==> src/hdl/mem_pkg.sv <==
`default_nettype none

package mem_pkg;

    localparam int data_w = 32;           // ram word width
    localparam int addr_w = 8;            // word address width
    localparam int tag_w  = 4;            // requester label width
    localparam int depth  = 1 << addr_w;  // 256 words

    typedef logic [data_w-1:0] data_t;    // words, operands, masks
    typedef logic [addr_w-1:0] addr_t;
    typedef logic [tag_w-1:0]  tag_t;

    // codes 5..7 are not listed and decode as illegal
    typedef enum logic [2:0] {
        op_read      = 3'd0,  // plain read
        op_write     = 3'd1,  // operand under mask
        op_set       = 3'd2,  // set bits where operand is one
        op_clear     = 3'd3,  // clear bits where operand is one
        op_fetch_add = 3'd4   // old word back, old + operand stored
    } op_e;

    typedef struct packed {
        op_e   op;
        addr_t addr;
        data_t operand;
        data_t mask;            // only looked at by op_write
        tag_t  tag;
    } cmd_t;

    typedef struct packed {
        addr_t addr;
        data_t wdata;           // ram write data, already shaped by opcode
        data_t wmask;           // per-bit ram write mask
        tag_t  tag;
        data_t operand;         // kept for the fetch-and-add sum
        logic  is_write;
        logic  is_read;
        logic  is_fetch_add;
        logic  is_illegal;
    } dec_t;

    typedef struct packed {
        tag_t  tag;
        data_t rdata;
        logic  err;
    } rsp_t;

    typedef enum logic [1:0] {
        idle,      // waiting for dec_valid, single access issued from here
        access,    // single-access result cycle, done
        fa_read,   // old word on dout, sum written
        fa_write   // sum landed, done
    } exe_state_e;

endpackage

`default_nettype wire

==> src/hdl/rsp_result.sv <==
`timescale 1ns/1ps
`default_nettype none

module rsp_result (
    input  wire logic           clk,
    input  wire logic           rst_n,
    input  wire logic           done,        // execute finished a command
    input  wire logic           rd_capture,  // rdata_in is meaningful
    input  wire logic           err,
    input  wire mem_pkg::tag_t  tag,
    input  wire mem_pkg::data_t rdata_in,
    output logic                rsp_valid,   // one-cycle pulse, no back-pressure
    output mem_pkg::rsp_t       rsp
);

    mem_pkg::rsp_t rsp_d;

    // writes and illegal ops report zero data
    always_comb begin
        rsp_d.tag   = tag;
        rsp_d.err   = err;
        rsp_d.rdata = rd_capture ? rdata_in : '0;
    end

    always_ff @(posedge clk or negedge rst_n) begin
        if (!rst_n) begin
            rsp_valid <= 1'b0;
        end else begin
            rsp_valid <= done;  // done is a pulse, so is this
        end
    end

    always_ff @(posedge clk) begin
        if (done) begin
            rsp <= rsp_d;  // held until the next response
        end
    end

endmodule

`default_nettype wire

==> config.mk <==
export PLATFORM = sky130hd
export DESIGN_NAME = rsp_result
export DESIGN_NICKNAME = d
export VERILOG_FILES = /design/src/hdl/mem_pkg.sv /design/src/hdl/rsp_result.sv
export SDC_FILE = /design/constraint.sdc
export NUM_CORES = 1
export LEC_CHECK = 0
export ABC_CLOCK_PERIOD_IN_PS = 800
export BUFFER_PORTS_ARGS = -buffer_cell sky130_fd_sc_hd__buf_2
export CORE_ASPECT_RATIO = 1.1
export CORE_MARGIN = 2
export CORE_UTILIZATION = 48
export CTS_BUF_LIST = sky130_fd_sc_hd__clkbuf_4
export DETAILED_ROUTE_END_ITERATION = 8
export HOLD_SLACK_MARGIN = 0.03
export MAX_ROUTING_LAYER = met4
export PLACE_DENSITY_LB_ADDON = 0.1
export SLEW_MARGIN = 20
export SYNTH_ARGS = -nofsm -noshare
export SYNTH_HDL_FRONTEND = slang
export SYNTH_SLANG_ARGS = --single-unit
==> constraint.sdc <==
create_clock -name clk -period 0.8 [get_ports clk]
set_input_delay 0.16 -clock clk [delete_from_list [all_inputs] [get_ports clk]]
set_output_delay 0.16 -clock clk [all_outputs]
set_load 0.03 [all_outputs]
==> impl_metrics.json <==
{
  "status": "finished with violations",
  "violations": "setup timing",
  "combPwrFrac": 0.209,
  "portBuffers": 78,
  "dr.pass1.iters": 4,
  "power_density_nw_per_um2": 1949,
  "cts_buffer_depth": 2,
  "synthFlopType": "edfxtp_1",
  "ys_ff_latch": 38,
  "worstPathMaxFanout": 1,
  "p_total_uw": 4284,
  "critPathKind": "flop to primary output",
  "fmax_ghz": 0.9311,
  "area_delta_synth_final_pct": 58.00,
  "vdd_drop_max_v": 0.001752,
  "syn_area_per_cell_um2": 19.06,
  "switching_share": 0.2553,
  "coreArea_um2": 2753,
  "die_h_um": 60.47,
  "worstPathRequired_ps": 640,
  "post_cts_buffers": 0,
  "setup_viol": 38,
  "htreeDepth": 2,
  "first_global_vias": 939,
  "grt_overflow": 0,
  "yosysSeqAreaShare": 0.8165,
  "critPathArrivalTime_ps": 910,
  "cp_top_family": "flip-flops",
  "ys_types": 4,
  "cp-end-kind": "primary output",
  "synthesis.area_um2": 1391,
  "drt.antenna.violating_nets": 0,
  "synth.most_common_cell": "edfxtp_1",
  "vias": 918,
  "start_util": 0.5055,
  "p_seq_frac": 0.566,
  "antenna_found_initial": 0,
  "numCtsBuffers": 5,
  "yosysTopAreaCellShare": 0.7986,
  "drc": 0,
  "avgRoutedWirePerCell_um": 14.13,
  "worst-slew-pin-transition_ps": 380.5,
  "gp_congestion": 0.6689,
  "grt_pass1_wl_um": 4257,
  "synth_area_leaders": "edfxtp_1 (80%), and2_2 (17%), dfrtp_1 (1.8%)",
  "yosysWarnings": 0,
  "synth_commonest_cells": "edfxtp_1 (37), and2_2 (32), clkbuf_2 (3)",
  "netSwitchingPower_uw": 1094,
  "yosys.area.top_type": "edfxtp_1",
  "async_reset_ff_frac": 0.02632,
  "relSlewSlack": 0.7463,
  "track_usage": 0.1852,
  "rows": 20,
  "io_pins": 79,
  "path_cells": "buf_6",
  "rsz0062_at_grt": "true",
  "clkPwrFrac": 0.225,
  "stdcell_area_um2": 2198,
  "critPathLaunchType": "flop",
  "drv_slew": 0,
  "clock_sinks": 38,
  "synth_edf_count": 37,
  "die_area_um2": 3346,
  "power.leakage_uw": 0.0009401,
  "drt_iter0_drc": 32,
  "setup_ws_ps": -274.0,
  "crit_buf_inv": 1,
  "cts_tree": "built",
  "drt_wl_total_um": 2770,
  "drive_gt1_frac": 0.7301,
  "dpl_cell_area_um2": 1848,
  "num-nets-final": 204,
  "finalCritPeriodShare": 1.342,
  "drv_cap": 0,
  "via_per_inst": 4.684,
  "postSynthCellCount": 73,
  "grt_max_degree": 33,
  "internal_power_uw": 3190,
  "min_period_ps": 1074,
  "hold_path_class": "input port to flop",
  "max_stage_delay_ps": 420,
  "fp.dieW_um": 55.34,
  "cts_root_buffer": "clkbuf_4",
  "synthesis.nets": 114,
  "cts.clk_slew.worst_paths_ps": 100,
  "critPathSlowestCell": "edfxtp_1",
  "n_antenna_cell": 0,
  "hold_viol": 0
}
state kept, by name, indices dropped and copies added (netlist names):
| register | count |
|---|---|
| rsp_valid | 1 |
| rsp | 37 |
layer usage:
layer,share of wire,global-route usage,vias up
met5,0,-,-
met4,0.012,0.1150,0
met3,0.087,0.06397,4
met2,0.56,0.3231,48
met1,0.34,0.1793,429
li1,-,-,437
cell type report:
cell class,count,area (µm²)
timing repair buffer,86,728.2
sequential,38,1136
clock buffer,7,52.55
tap,33,41.29
multi-input combinational,32,240.2
fill,167,554.3
cell usage in the layout, fill, tap and decap left out:
cell type	n
clkbuf_4	7
dfrtp_1	1
dlygate4sd3_1	6
buf_2	40
edfxtp_1	37
buf_6	38
and2_2	32
buf_12	2
path summary, 6_finish.rpt:
| check | start | endpoint | slack [ps] | cells past startpoint |
|---|---|---|---|---|
| min | rdata_in[30] | rsp[31] | 110 | 2 |
| max in group asynchronous | rst_n | rsp_valid | 590 | 2 |
| max | rsp[24] | rsp[24] | -270 | 1 |
| min in group asynchronous | rst_n | rsp_valid | 120 | 2 |
cells by family after synthesis:
family        synth area share
buf+inv                0.01079
simple gates            0.1727
flops                   0.8165
repair_timing:
| action | in CTS | in global routing |
|---|---|---|
| endpoints found under the hold margin | 6 | 0 |
| pin swaps | 0 | 0 |
| hold buffers | 6 | 0 |
| resized for setup | 76 | 0 |
| setup endpoints to repair | 38 | 38 |
power groups by stage:
stage | combinational (µW) | clock [µW] | sequential, µW
finish | 896 | 962 | 2430
floorplan | 83.2 | 0 | 2760
detailed placement | 706 | 0 | 2430
CTS | 900 | 985 | 2430
global route | 941 | 1070 | 2440
global placement | 689 | 0 | 2430
metrics by stage:
stage	setup WS (ps)	util	hold slack (ps)	setup TNS, ps	instances
finish	-274.0	0.7986	111.7	-9033	196
global placement	-89.40	0.6714	-65.57	-2145	183
global route	-315.0	0.7986	92.43	-10740	196
CTS	-287.8	0.7986	99.60	-9661	196
floorplan	104.9	-	-135.6	0	73
detailed placement	-108.2	0.6714	-57.01	-2753	183
Note: power is estimated with default switching activity, not from simulation.
