## src/hdl/mem_pkg.sv

```systemverilog
`default_nettype none

package mem_pkg;

    localparam int data_w = 32;           // ram word width
    localparam int addr_w = 8;            // word address width
    localparam int tag_w  = 4;            // requester label width
    localparam int depth  = 1 << addr_w;  // 256 words

    typedef logic [data_w-1:0] data_t;    // words, operands, masks
    typedef logic [addr_w-1:0] addr_t;
    typedef logic [tag_w-1:0]  tag_t;

    // codes 5..7 are not listed and decode as illegal
    typedef enum logic [2:0] {
        op_read      = 3'd0,  // plain read
        op_write     = 3'd1,  // operand under mask
        op_set       = 3'd2,  // set bits where operand is one
        op_clear     = 3'd3,  // clear bits where operand is one
        op_fetch_add = 3'd4   // old word back, old + operand stored
    } op_e;

    typedef struct packed {
        op_e   op;
        addr_t addr;
        data_t operand;
        data_t mask;            // only looked at by op_write
        tag_t  tag;
    } cmd_t;

    typedef struct packed {
        addr_t addr;
        data_t wdata;           // ram write data, already shaped by opcode
        data_t wmask;           // per-bit ram write mask
        tag_t  tag;
        data_t operand;         // kept for the fetch-and-add sum
        logic  is_write;
        logic  is_read;
        logic  is_fetch_add;
        logic  is_illegal;
    } dec_t;

    typedef struct packed {
        tag_t  tag;
        data_t rdata;
        logic  err;
    } rsp_t;

    typedef enum logic [1:0] {
        idle,      // waiting for dec_valid, single access issued from here
        access,    // single-access result cycle, done
        fa_read,   // old word on dout, sum written
        fa_write   // sum landed, done
    } exe_state_e;

endpackage

`default_nettype wire

```

## src/hdl/cmd_decode.sv

```systemverilog
`timescale 1ns/1ps
`default_nettype none

module cmd_decode (
    input  wire logic          clk,
    input  wire logic          rst_n,
    input  wire logic          cmd_valid,  // one-cycle strobe from requester
    input  wire mem_pkg::cmd_t cmd,
    input  wire logic          busy,       // from top, blocks acceptance
    output logic               dec_valid,  // one-cycle pulse to execute
    output mem_pkg::dec_t      dec
);

    logic          accept;
    mem_pkg::dec_t dec_d;

    assign accept = cmd_valid & ~busy;

    // opcode -> ram write shape
    // set/clear become plain masked writes, so no read is needed for them
    always_comb begin
        dec_d              = '0;
        dec_d.addr         = cmd.addr;
        dec_d.tag          = cmd.tag;
        dec_d.operand      = cmd.operand;
        case (cmd.op)
            mem_pkg::op_read: begin
                dec_d.is_read = 1'b1;  // wdata/wmask stay zero
            end
            mem_pkg::op_write: begin
                dec_d.wdata    = cmd.operand;
                dec_d.wmask    = cmd.mask;
                dec_d.is_write = 1'b1;
            end
            mem_pkg::op_set: begin
                dec_d.wdata    = '1;           // ones where operand selects
                dec_d.wmask    = cmd.operand;
                dec_d.is_write = 1'b1;
            end
            mem_pkg::op_clear: begin
                dec_d.wdata    = '0;           // zeros where operand selects
                dec_d.wmask    = cmd.operand;
                dec_d.is_write = 1'b1;
            end
            mem_pkg::op_fetch_add: begin
                dec_d.wmask        = '1;       // sum goes back whole
                dec_d.is_fetch_add = 1'b1;
            end
            default: begin
                dec_d.is_illegal = 1'b1;       // codes 5..7, no ram access
            end
        endcase
    end

    always_ff @(posedge clk or negedge rst_n) begin
        if (!rst_n) begin
            dec_valid <= 1'b0;
        end else begin
            dec_valid <= accept;
        end
    end

    // payload only, loads on acceptance
    always_ff @(posedge clk) begin
        if (accept) begin
            dec <= dec_d;
        end
    end

    // requester has to honour busy, a strobe during busy is dropped
    no_cmd_while_busy_a: assert property (
        @(posedge clk) disable iff (!rst_n) busy |-> !cmd_valid
    ) else $error("cmd_decode: cmd_valid raised while busy");

endmodule

`default_nettype wire

```

## config.mk

```make
export PLATFORM = sky130hd
export DESIGN_NAME = cmd_decode
export DESIGN_NICKNAME = d
export VERILOG_FILES = /design/src/hdl/mem_pkg.sv /design/src/hdl/cmd_decode.sv
export SDC_FILE = /design/constraint.sdc
export NUM_CORES = 1
export LEC_CHECK = 0
export BUFFER_PORTS_ARGS = -buffer_cell sky130_fd_sc_hd__buf_2
export CORE_ASPECT_RATIO = 1.25
export CORE_MARGIN = 2
export CORE_UTILIZATION = 35
export CTS_BUF_LIST = sky130_fd_sc_hd__clkbuf_16
export DETAILED_ROUTE_END_ITERATION = 6
export PLACE_DENSITY_LB_ADDON = 0.2
export RECOVER_POWER = 50
export SETUP_SLACK_MARGIN = 0.5
export SLEW_MARGIN = 0
export SYNTH_ARGS = -nofsm -noshare
export SYNTH_HDL_FRONTEND = slang
export SYNTH_SLANG_ARGS = --single-unit
```

## constraint.sdc

```tcl
create_clock -name clk -period 0.8 [get_ports clk]
set_clock_uncertainty 0.2 [all_clocks]
set_input_delay 0.04 -clock clk [delete_from_list [all_inputs] [get_ports clk]]
set_output_delay 0.04 -clock clk [all_outputs]
set_load 0.01 [all_outputs]
```

==> key figures <==
Job
  – Max cap viols: 0

CTS
  – Cts bufs inserted: 17
  – CTS max path bufs: 2
  – Root Buffer: clkbuf_16
  – Worst-path clk slew: 0.06 ns
  – CTS Sinks: 113
  – H-tree Lvls: 4
  – CTS tree: built

Finish
  – Util after Layout: 64.7%
  – Ratio of cells with drive above 1 in the final layout: 61.2%
  – P&R area growth vs syn: 82.3%
  – Final Non-Filler Cells: 797
  – Design area: 8900 µm²
  – Nets@finish: 691

Setup path
  – WS Path Type: flop to output pin
  – Critical path startpoint category: flop
  – Critical Path, Cell by Cell: buf_6
  – Critical path capture point type: output pin
  – Crit path DAT: 0.97 ns
  – Crit path required time: 0.56 ns
  – Worst Path Buf+Inv: 1
  – Delay of the slowest critical-path stage: 0.42 ns
  – Critical Path Slowest Stage Cell: edfxtp_1
  – Crit-path leading delay family: flip-flops
  – CP max FO: 1

Global route
  – Initial antenna violation count: 2
  – Total global routing overflow: 0
  – First-pass GRT wire length: 25,000 µm
  – Pin count of the biggest net entering global routing: 30
  – Tot GR Track Use: 23.1%
  – Vias in the first global route: 4,355

Synthesis
  – Post-Synthesis Cells: 317
  – Syn nets: 400
  – Distinct cells, synth: 17
  – Warnings from Yosys: 0
  – Synth top area share: 68.9%
  – Post-Syn Area: 4880 µm²
  – Area contributors post-synth: edfxtp_1, nand3b_1, o211ai_2, a21oi_1, clkbuf_1
  – Syn avg cell area: 15.4 µm²
  – Synth Register Bits: 113
  – Yosys top cell by area: edfxtp_1
  – Post-synthesis sequential area ratio: 69.4%

Die
  – Initial core utilization: 35.5%
  – Die Span X: 110 µm
  – Die height: 136 µm
  – Die area: 14,900 µm²
  – Num rows: 48
  – Core ar.: 13,800 µm²
  – # IOs: 196

Placement
  – Post-Place Cells: 680
  – Dpl hpwl: 8860 µm
  – Placed Area: 6450 µm²
  – Gpl congestion: 0.766
  – Port buffer count: 195

Drt
  – Initial drt markers: 206
  – Avg WL per Cell: 21.3 µm
  – Number of remaining DRC errors: 0
  – DRT Pass-1 Iters: 4
  – DR vias/cell: 5.19
  – Routed WL: 17,000 µm
  – Final antenna-violating net count: 0
  – Vias after detailed routing: 4,139

Power and ir drop
  – Pleak: 3.48 nW
  – Pwr Total: 0.0180 W
  – P per Cell Area: 2020 nW/µm²
  – IR drop worst, VDD: 1.50 mV

Outcome
  – Failing checks: negative hold slack, negative setup slack
  – Status: finished with violations

STA
  – Tcrit/Tclk final: 151%
  – F_max: 828 MHz
  – Total negative setup slack: -51.65 ns
  – Actual slew at the worst max-slew pin: 0.344 ns
  – Final Hold Fails: 110
  – Period minus WS final: 1.21 ns
  – Hold Slack: -0.806 ns
  – Final WS setup: -0.407 ns
  – Count of pins over their slew limit: 0
  – RSZ-0062 raised after global routing: true
  – Final setup violation count: 251
  – Normalized max-slew margin: 77.1%

Worst hold path
  – Hold Crit Class: input port to async pin
[area by class of cell]
type / instances / area, µm²
inverter: 1 / 8.76
antenna: 1 / 2.50
tap: 175 / 219
sequential: 113 / 3390
clock buffer: 17 / 425
multi-input combinational: 167 / 1460
fill: 1024 / 4850
clock inverter: 15 / 183
timing repair buffer: 308 / 3220
[cell families (layout without fill, tap and decap cells)]
group                  Yosys count  after routing  share of synthesized area, %
other                            0              1                             0
AO/OA/AOI/OAI                   64             64                          11.2
flip-flops                     113            113                          69.4
buffers and inverters           37            341                          3.89
AND/OR/NAND/NOR                103            103                          15.6
[layout by cell type (no fill, tap or decap)]
master      netlist  final
a21oi_1          32      2
clkinvlp_4        0      3
buf_6             5     28
nand2b_4          0      1
clkinv_2          0      1
diode_2           0      1
o211ai_1          3      3
nor3_4            0      1
nor2b_4           0      1
clkbuf_1         20     24
buf_8             0      8
clkbuf_16         0     20
inv_6             0      4
edfxtp_1        112    112
nor2_4            0      1
buf_2             8    161
dfrtp_1           1      1
clkinv_1          0      1
o211ai_2         29     29
nor2b_1           2      1
buf_16            0     38
a21oi_2           0     30
clkinv_4          0      4
buf_4             1     12
nor2_1            2      1
or3b_4            0      1
bufinv_16         0      3
buf_12            0     34
nand3b_1         96     96
[registers in the layout, indices dropped and copies added (netlist names)]
signal,flops
dec,112
dec_valid,1
[synth_stat cells, drive strengths merged]
library cell,number
nand2b,1
nor2,2
edfxtp,112
inv,1
nor2b,2
dfrtp,1
o211ai,32
nor3,1
a21oi,32
buf,16
clkbuf,20
or3b,1
nand3b,96
[power breakdown]
part           switching (W)  internal, W  leakage, nW
clock network        0.00287      0.00493        0.288
registers           0.000107      0.00699         1.02
logic                0.00139      0.00171         2.18
[metrics by stage]
step	setup slack (ns)	hold WS, ns
final	-0.407	-0.806
after global routing	-0.433	-0.817
after CTS	-0.415	-0.809
after detailed placement	-0.571	-0.380
after global placement	-0.539	-0.385
after floorplan	-1.57	-0.456
[routing by layer]
layer	part of all wire (%)	vias up	GRT usage [%]
met5	0.094	-	0
li1	-	1861	-
met1	37	2034	27.2
met3	8.3	30	7.00
met4	2.5	2	8.23
met2	53	212	39.7
[final timing paths]
kind	start	endpoint	slack, ns	cells after the start
worst min-delay path	rst_n	dec_valid	-0.81	1
min in group clk	cmd[74]	dec[110]	-0.39	1
max in group asynchronous	rst_n	dec_valid	1.10	1
worst max-delay path	dec[58]	dec[58]	-0.41	1
[timing repair]
action / 4_1_cts / 5_1_grt
endpoints found under the setup margin: 297 / 294
endpoints found under the hold margin: 111 / 110
pin swaps: 33 / 29
resized for setup: 81 / 14
gates cloned: 37 / 3
buffers inserted: 41 / 3
Power figures use the tool's default switching activity.
