File: src/hdl/mem_pkg.sv
`default_nettype none

package mem_pkg;

    localparam int data_w = 32;           // ram word width
    localparam int addr_w = 8;            // word address width
    localparam int tag_w  = 4;            // requester label width
    localparam int depth  = 1 << addr_w;  // 256 words

    typedef logic [data_w-1:0] data_t;    // words, operands, masks
    typedef logic [addr_w-1:0] addr_t;
    typedef logic [tag_w-1:0]  tag_t;

    // codes 5..7 are not listed and decode as illegal
    typedef enum logic [2:0] {
        op_read      = 3'd0,  // plain read
        op_write     = 3'd1,  // operand under mask
        op_set       = 3'd2,  // set bits where operand is one
        op_clear     = 3'd3,  // clear bits where operand is one
        op_fetch_add = 3'd4   // old word back, old + operand stored
    } op_e;

    typedef struct packed {
        op_e   op;
        addr_t addr;
        data_t operand;
        data_t mask;            // only looked at by op_write
        tag_t  tag;
    } cmd_t;

    typedef struct packed {
        addr_t addr;
        data_t wdata;           // ram write data, already shaped by opcode
        data_t wmask;           // per-bit ram write mask
        tag_t  tag;
        data_t operand;         // kept for the fetch-and-add sum
        logic  is_write;
        logic  is_read;
        logic  is_fetch_add;
        logic  is_illegal;
    } dec_t;

    typedef struct packed {
        tag_t  tag;
        data_t rdata;
        logic  err;
    } rsp_t;

    typedef enum logic [1:0] {
        idle,      // waiting for dec_valid, single access issued from here
        access,    // single-access result cycle, done
        fa_read,   // old word on dout, sum written
        fa_write   // sum landed, done
    } exe_state_e;

endpackage

`default_nettype wire

File: src/hdl/mem_execute.sv
`timescale 1ns/1ps
`default_nettype none

module mem_execute (
    input  wire logic          clk,
    input  wire logic          rst_n,
    input  wire logic          dec_valid,
    input  wire mem_pkg::dec_t dec,
    input  wire mem_pkg::data_t dout,    // ram read data
    output logic               ce,
    output logic               we,
    output mem_pkg::data_t     wmask,
    output mem_pkg::data_t     din,
    output mem_pkg::addr_t     addr,
    output logic               done,       // one-cycle pulse to result stage
    output logic               rd_capture, // rdata carries a read result
    output logic               err,
    output mem_pkg::tag_t      tag,
    output mem_pkg::data_t     rdata,      // dout or held old word
    output logic               active      // command in flight here
);

    mem_pkg::exe_state_e state_q;
    mem_pkg::exe_state_e state_d;
    mem_pkg::dec_t       dec_q;   // held copy for the later cycles
    mem_pkg::data_t      old_q;   // pre-add word of fetch-and-add

    always_comb begin
        state_d = state_q;
        case (state_q)
            mem_pkg::idle: begin
                if (dec_valid) begin
                    state_d = dec.is_fetch_add ? mem_pkg::fa_read : mem_pkg::access;
                end
            end
            mem_pkg::access:   state_d = mem_pkg::idle;
            mem_pkg::fa_read:  state_d = mem_pkg::fa_write;
            mem_pkg::fa_write: state_d = mem_pkg::idle;
            default:           state_d = mem_pkg::idle;
        endcase
    end

    always_ff @(posedge clk or negedge rst_n) begin
        if (!rst_n) begin
            state_q <= mem_pkg::idle;
        end else begin
            state_q <= state_d;
        end
    end

    // addr/tag/flags held from dec_valid to done
    always_ff @(posedge clk) begin
        if (state_q == mem_pkg::idle && dec_valid) begin
            dec_q <= dec;
        end
        if (state_q == mem_pkg::fa_read) begin
            old_q <= dout;  // dout valid here from the cycle-1 read
        end
    end

    // ram drive
    // first access goes straight from dec in the dec_valid cycle
    always_comb begin
        ce    = 1'b0;
        we    = 1'b0;
        addr  = dec_q.addr;
        wmask = dec_q.wmask;
        din   = dec_q.wdata;
        case (state_q)
            mem_pkg::idle: begin
                addr  = dec.addr;
                wmask = dec.wmask;
                din   = dec.wdata;
                ce    = dec_valid & ~dec.is_illegal;  // fa issues its read here
                we    = dec_valid & dec.is_write;
            end
            mem_pkg::fa_read: begin
                ce  = 1'b1;
                we  = 1'b1;
                din = dout + dec_q.operand;  // wraps mod 2^32, wmask is all ones
            end
            default: begin
            end
        endcase
    end

    assign done       = (state_q == mem_pkg::access) || (state_q == mem_pkg::fa_write);
    assign rd_capture = (state_q == mem_pkg::access && dec_q.is_read) ||
                        (state_q == mem_pkg::fa_write);
    assign err        = done & dec_q.is_illegal;
    assign tag        = dec_q.tag;
    assign rdata      = (state_q == mem_pkg::fa_write) ? old_q : dout;
    assign active     = dec_valid || (state_q != mem_pkg::idle);

    done_pulse_a: assert property (
        @(posedge clk) disable iff (!rst_n) done |=> !done
    ) else $error("mem_execute: done held longer than one cycle");

    // in idle only a fresh decoded command may write
    no_idle_write_a: assert property (
        @(posedge clk) disable iff (!rst_n)
        (state_q == mem_pkg::idle && !dec_valid) |-> !we
    ) else $error("mem_execute: we high in idle with no command");

endmodule

`default_nettype wire

File: config.mk
export PLATFORM = sky130hd
export DESIGN_NAME = mem_execute
export DESIGN_NICKNAME = d
export VERILOG_FILES = /design/src/hdl/mem_pkg.sv /design/src/hdl/mem_execute.sv
export SDC_FILE = /design/constraint.sdc
export NUM_CORES = 1
export LEC_CHECK = 0
export BUFFER_PORTS_ARGS = -buffer_cell sky130_fd_sc_hd__buf_2
export CAP_MARGIN = 10
export CORE_MARGIN = 10
export CORE_UTILIZATION = 55
export DETAILED_ROUTE_END_ITERATION = 10
export PLACE_DENSITY = 0.85
export SLEW_MARGIN = 5
export SYNTH_ARGS = -nofsm -noshare
export SYNTH_HDL_FRONTEND = slang
export SYNTH_SLANG_ARGS = --single-unit
File: constraint.sdc
create_clock -name clk -period 12.3 [get_ports clk]
set_input_delay 2.46 -clock clk [delete_from_list [all_inputs] [get_ports clk]]
set_output_delay 2.46 -clock clk [all_outputs]
set_load 0.1 [all_outputs]
==> summary.txt <==
Logic synthesis
  • Dominant synthesized flop cell: edfxtp_1
  • Ys async rst share: 1.39%
  • Mapped Cells: 586
  • Area contributors post-synth: edfxtp_1 56%, mux2_2 11%, ha_1 5.1%
  • Most common cell in the netlist: edfxtp_1
  • Netlist Area Pre-Place: 0.00756 mm2
  • Post-synth top area share: 56.4%
  • Syn avg cell area: 12.9 um2
  • Post-synthesis cell type count: 56
  • Syn Nets: 765
  • Number of synthesized flops with an enable pin: 142
  • Post-synth top cells: 142 x edfxtp_1, 73 x mux2_2, 46 x a21oi_1
  • Synthesis-stage register bit count: 144
  • Cell taking the most area after synthesis: edfxtp_1
  • Register area share after synthesis: 57.0%
  • Ys Warns: 0

Global routing
  • GR Util met3: 9.80%
  • Routing usage on met2: 38.4%
  • GRT overflow: 0
  • GRT Max-Usage Layer: met2
  • Initial antenna violation count: 2
  • Total track usage: 22.9%
  • Met1 Use GR: 25.8%
  • Vias in the first global route: 6252
  • Largest net degree at the start of global routing: 64
  • First-pass GRT wire length: 33500 um

Placed design
  • DP HPWL: 17000 um
  • Placed insts: 999
  • Port bufs: 260
  • Place WS: 4370 ps
  • Placer Congestion: 0.975

Timing
  • Setup TNS: 0 ps
  • Fmax: 126 MHz
  • Slew Viols, Final: 0
  • Clk_skew: 8.51 ps
  • Setup ws final: 4370 ps
  • Period utilization: 64.4%
  • RSZ-0062 raised after global routing: false
  • Max_slew headroom: 41.3%
  • Count of final setup violators: 0
  • Worst Max-Slew Pin Slew: 877 ps
  • Final min period: 7930 ps
  • Final Hold Viols: 0

Setup path
  • CP max stage delay: 440 ps
  • Worst Path Arrival: 5470 ps
  • Setup CP Type: in2out
  • Slowest CP cell: buf_2
  • CP Buf/Inv Count: 2
  • Critical path launch point type: input port
  • CP most frequent cell: buf_2
  • R2r setup slk: 9440 ps
  • Worst setup EP type: output port
  • Worst Path Required: 9840 ps
  • RR Startpoint: state_q[0]
  • Maximum fanout along the worst path: 5
  • Critical path, cell by cell: buf_2 > ha_1 > a21oi_1 > o211ai_1 > a21oi_2 > a2111oi_4 > nor2b_1 > o41ai_2 > xnor2_1 > mux2i_1 > o21ai_1 > buf_2
  • Largest delay contributor family on the critical path: compound AO/OA/AOI/OAI gates
  • CP Capture Point: din[29]
  • Levels on crit path: 12
  • CP Launch Point: dout[4]
  • R2R Path End: dec_q[50]
  • R2r worst-path depth: 4

Route
  • Iter 0 DRT Violations: 381
  • Routed length per instance: 21.3 um
  • First-pass iteration count of the detailed router: 5
  • Remaining DRCs: 0
  • Total wire length: 22000 um
  • DR vias: 5871
  • DR vias/cell: 5.68
  • Routed Antenna Nets: 0

Floorplanning
  • Initial core utilization: 56.7%
  • Die H: 137 um
  • Chip Width: 137 um
  • Die area: 0.0188 mm2
  • I/O Pins: 261
  • Core ar.: 0.0133 mm2
  • Site row count: 42

Finish
  • Nets: 1021
  • Layout cells sized above 1: 44.7%
  • Final design utilization: 72.1%
  • Synthesis-to-finish area growth: 27.1%
  • Final std cells w/o fill: 1033

CTS
  • Root buf cell: clkbuf_16
  • Post-CTS Hold Fix Bufs: 0
  • Sink Count: 144
  • Num CTS Buffers: 17
  • CTS resizes: 0
  • Worst-path clk slew: 50 ps
  • Clk buf depth: 2
  • Clock Latency Late Sink: 420 ps
  • Setup repair bufs after CTS: 0
  • H-tree levels: 4
  • CTS tree: done

Flow run
  • Max_cap viols: 0

Status
  • Status: finished clean

Hold path
  • Hold Path Class: reg2reg
==> layer usage <==
metal	share of wire, %	vias to the layer above	routed length (um)
met3	12	25	2600
met4	1.6	2	360
met2	49	301	10700
met1	38	2795	8310
li1	-	2748	-
met5	0.059	-	13
==> placed cells by master (no fill, tap or decap), types with 3 or more instances in the layout <==
master / instances
and2_1: 3
clkbuf_16: 17
xnor2_1: 18
and3_1: 3
bufinv_16: 4
inv_1: 15
buf_2: 260
nor2b_1: 10
mux2i_1: 16
nand2b_1: 4
ha_1: 31
nand2_1: 44
o21ai_0: 36
clkinv_2: 4
edfxtp_1: 142
xor2_1: 6
a21o_1: 13
o21ai_1: 3
nand3_1: 6
or3_1: 3
o21a_1: 4
o211ai_1: 4
a31oi_1: 4
buf_4: 5
a21oi_1: 46
a211oi_1: 8
nor2_1: 21
a22oi_1: 5
clkinv_1: 3
mux2_2: 73
==> kinds of logic (layout without fill, tap and decap cells) <==
family / count (synthesis) / after routing / share of synthesized area [%]
flip-flops: 144 / 144 / 57.0
buffers and inverters: 43 / 312 / 2.43
AO/OA/AOI/OAI: 147 / 147 / 12.7
adder cells (fa/ha/maj): 32 / 32 / 5.39
AND/OR/NAND/NOR: 107 / 107 / 6.65
other: 0 / 2 / 0
multiplexers: 89 / 89 / 13.0
XOR/XNOR: 24 / 24 / 2.78
==> worst min path at each step <==
stage / cells past startpoint / start / end / slack, ps
finish: 2 / state_q[1] / state_q[1] / 620
global route: 2 / state_q[1] / state_q[1] / 670
detailed placement: 2 / state_q[1] / state_q[1] / 620
CTS: 2 / state_q[1] / state_q[1] / 630
global placement: 2 / state_q[1] / state_q[1] / 590
floorplan: 3 / state_q[0] / state_q[1] / 920
==> state kept, by name, summed over array words and instances (netlist names) <==
signal,cells
dec_q,106
old_q,32
state_q,2
tag,4
==> metrics by stage <==
step | area, um2 | hold WS, ps
final | 9620 | 618
after global routing | 9620 | 674
after CTS | 9610 | 630
after detailed placement | 9010 | 617
after global placement | 9010 | 591
after floorplan | 7560 | 923
==> worst min-delay path, delay by kind of cell (launching register included) <==
| family | cells | cell delay (ps) |
|---|---|---|
| AOI/OAI and AO/OA | 1 | 60 |
| DFF | 1 | 440 |
| and+or+nand+nor | 1 | 80 |
==> layout make-up <==
| cell class | count | area, um2 |
|---|---|---|
| Sequential cell | 144 | 4320 |
| Fill cell | 974 | 3730 |
| Multi-Input combinational cell | 399 | 3080 |
| Timing Repair Buffer | 265 | 1340 |
| Clock buffer | 19 | 433 |
| Tap cell | 176 | 220 |
| Clock inverter | 13 | 169 |
| Inverter | 15 | 56.3 |
| Antenna cell | 2 | 5.00 |
Power is left out: the tool's default activity adds up to more than one toggle a clock period on the data nets, which glitch-free logic cannot reach.
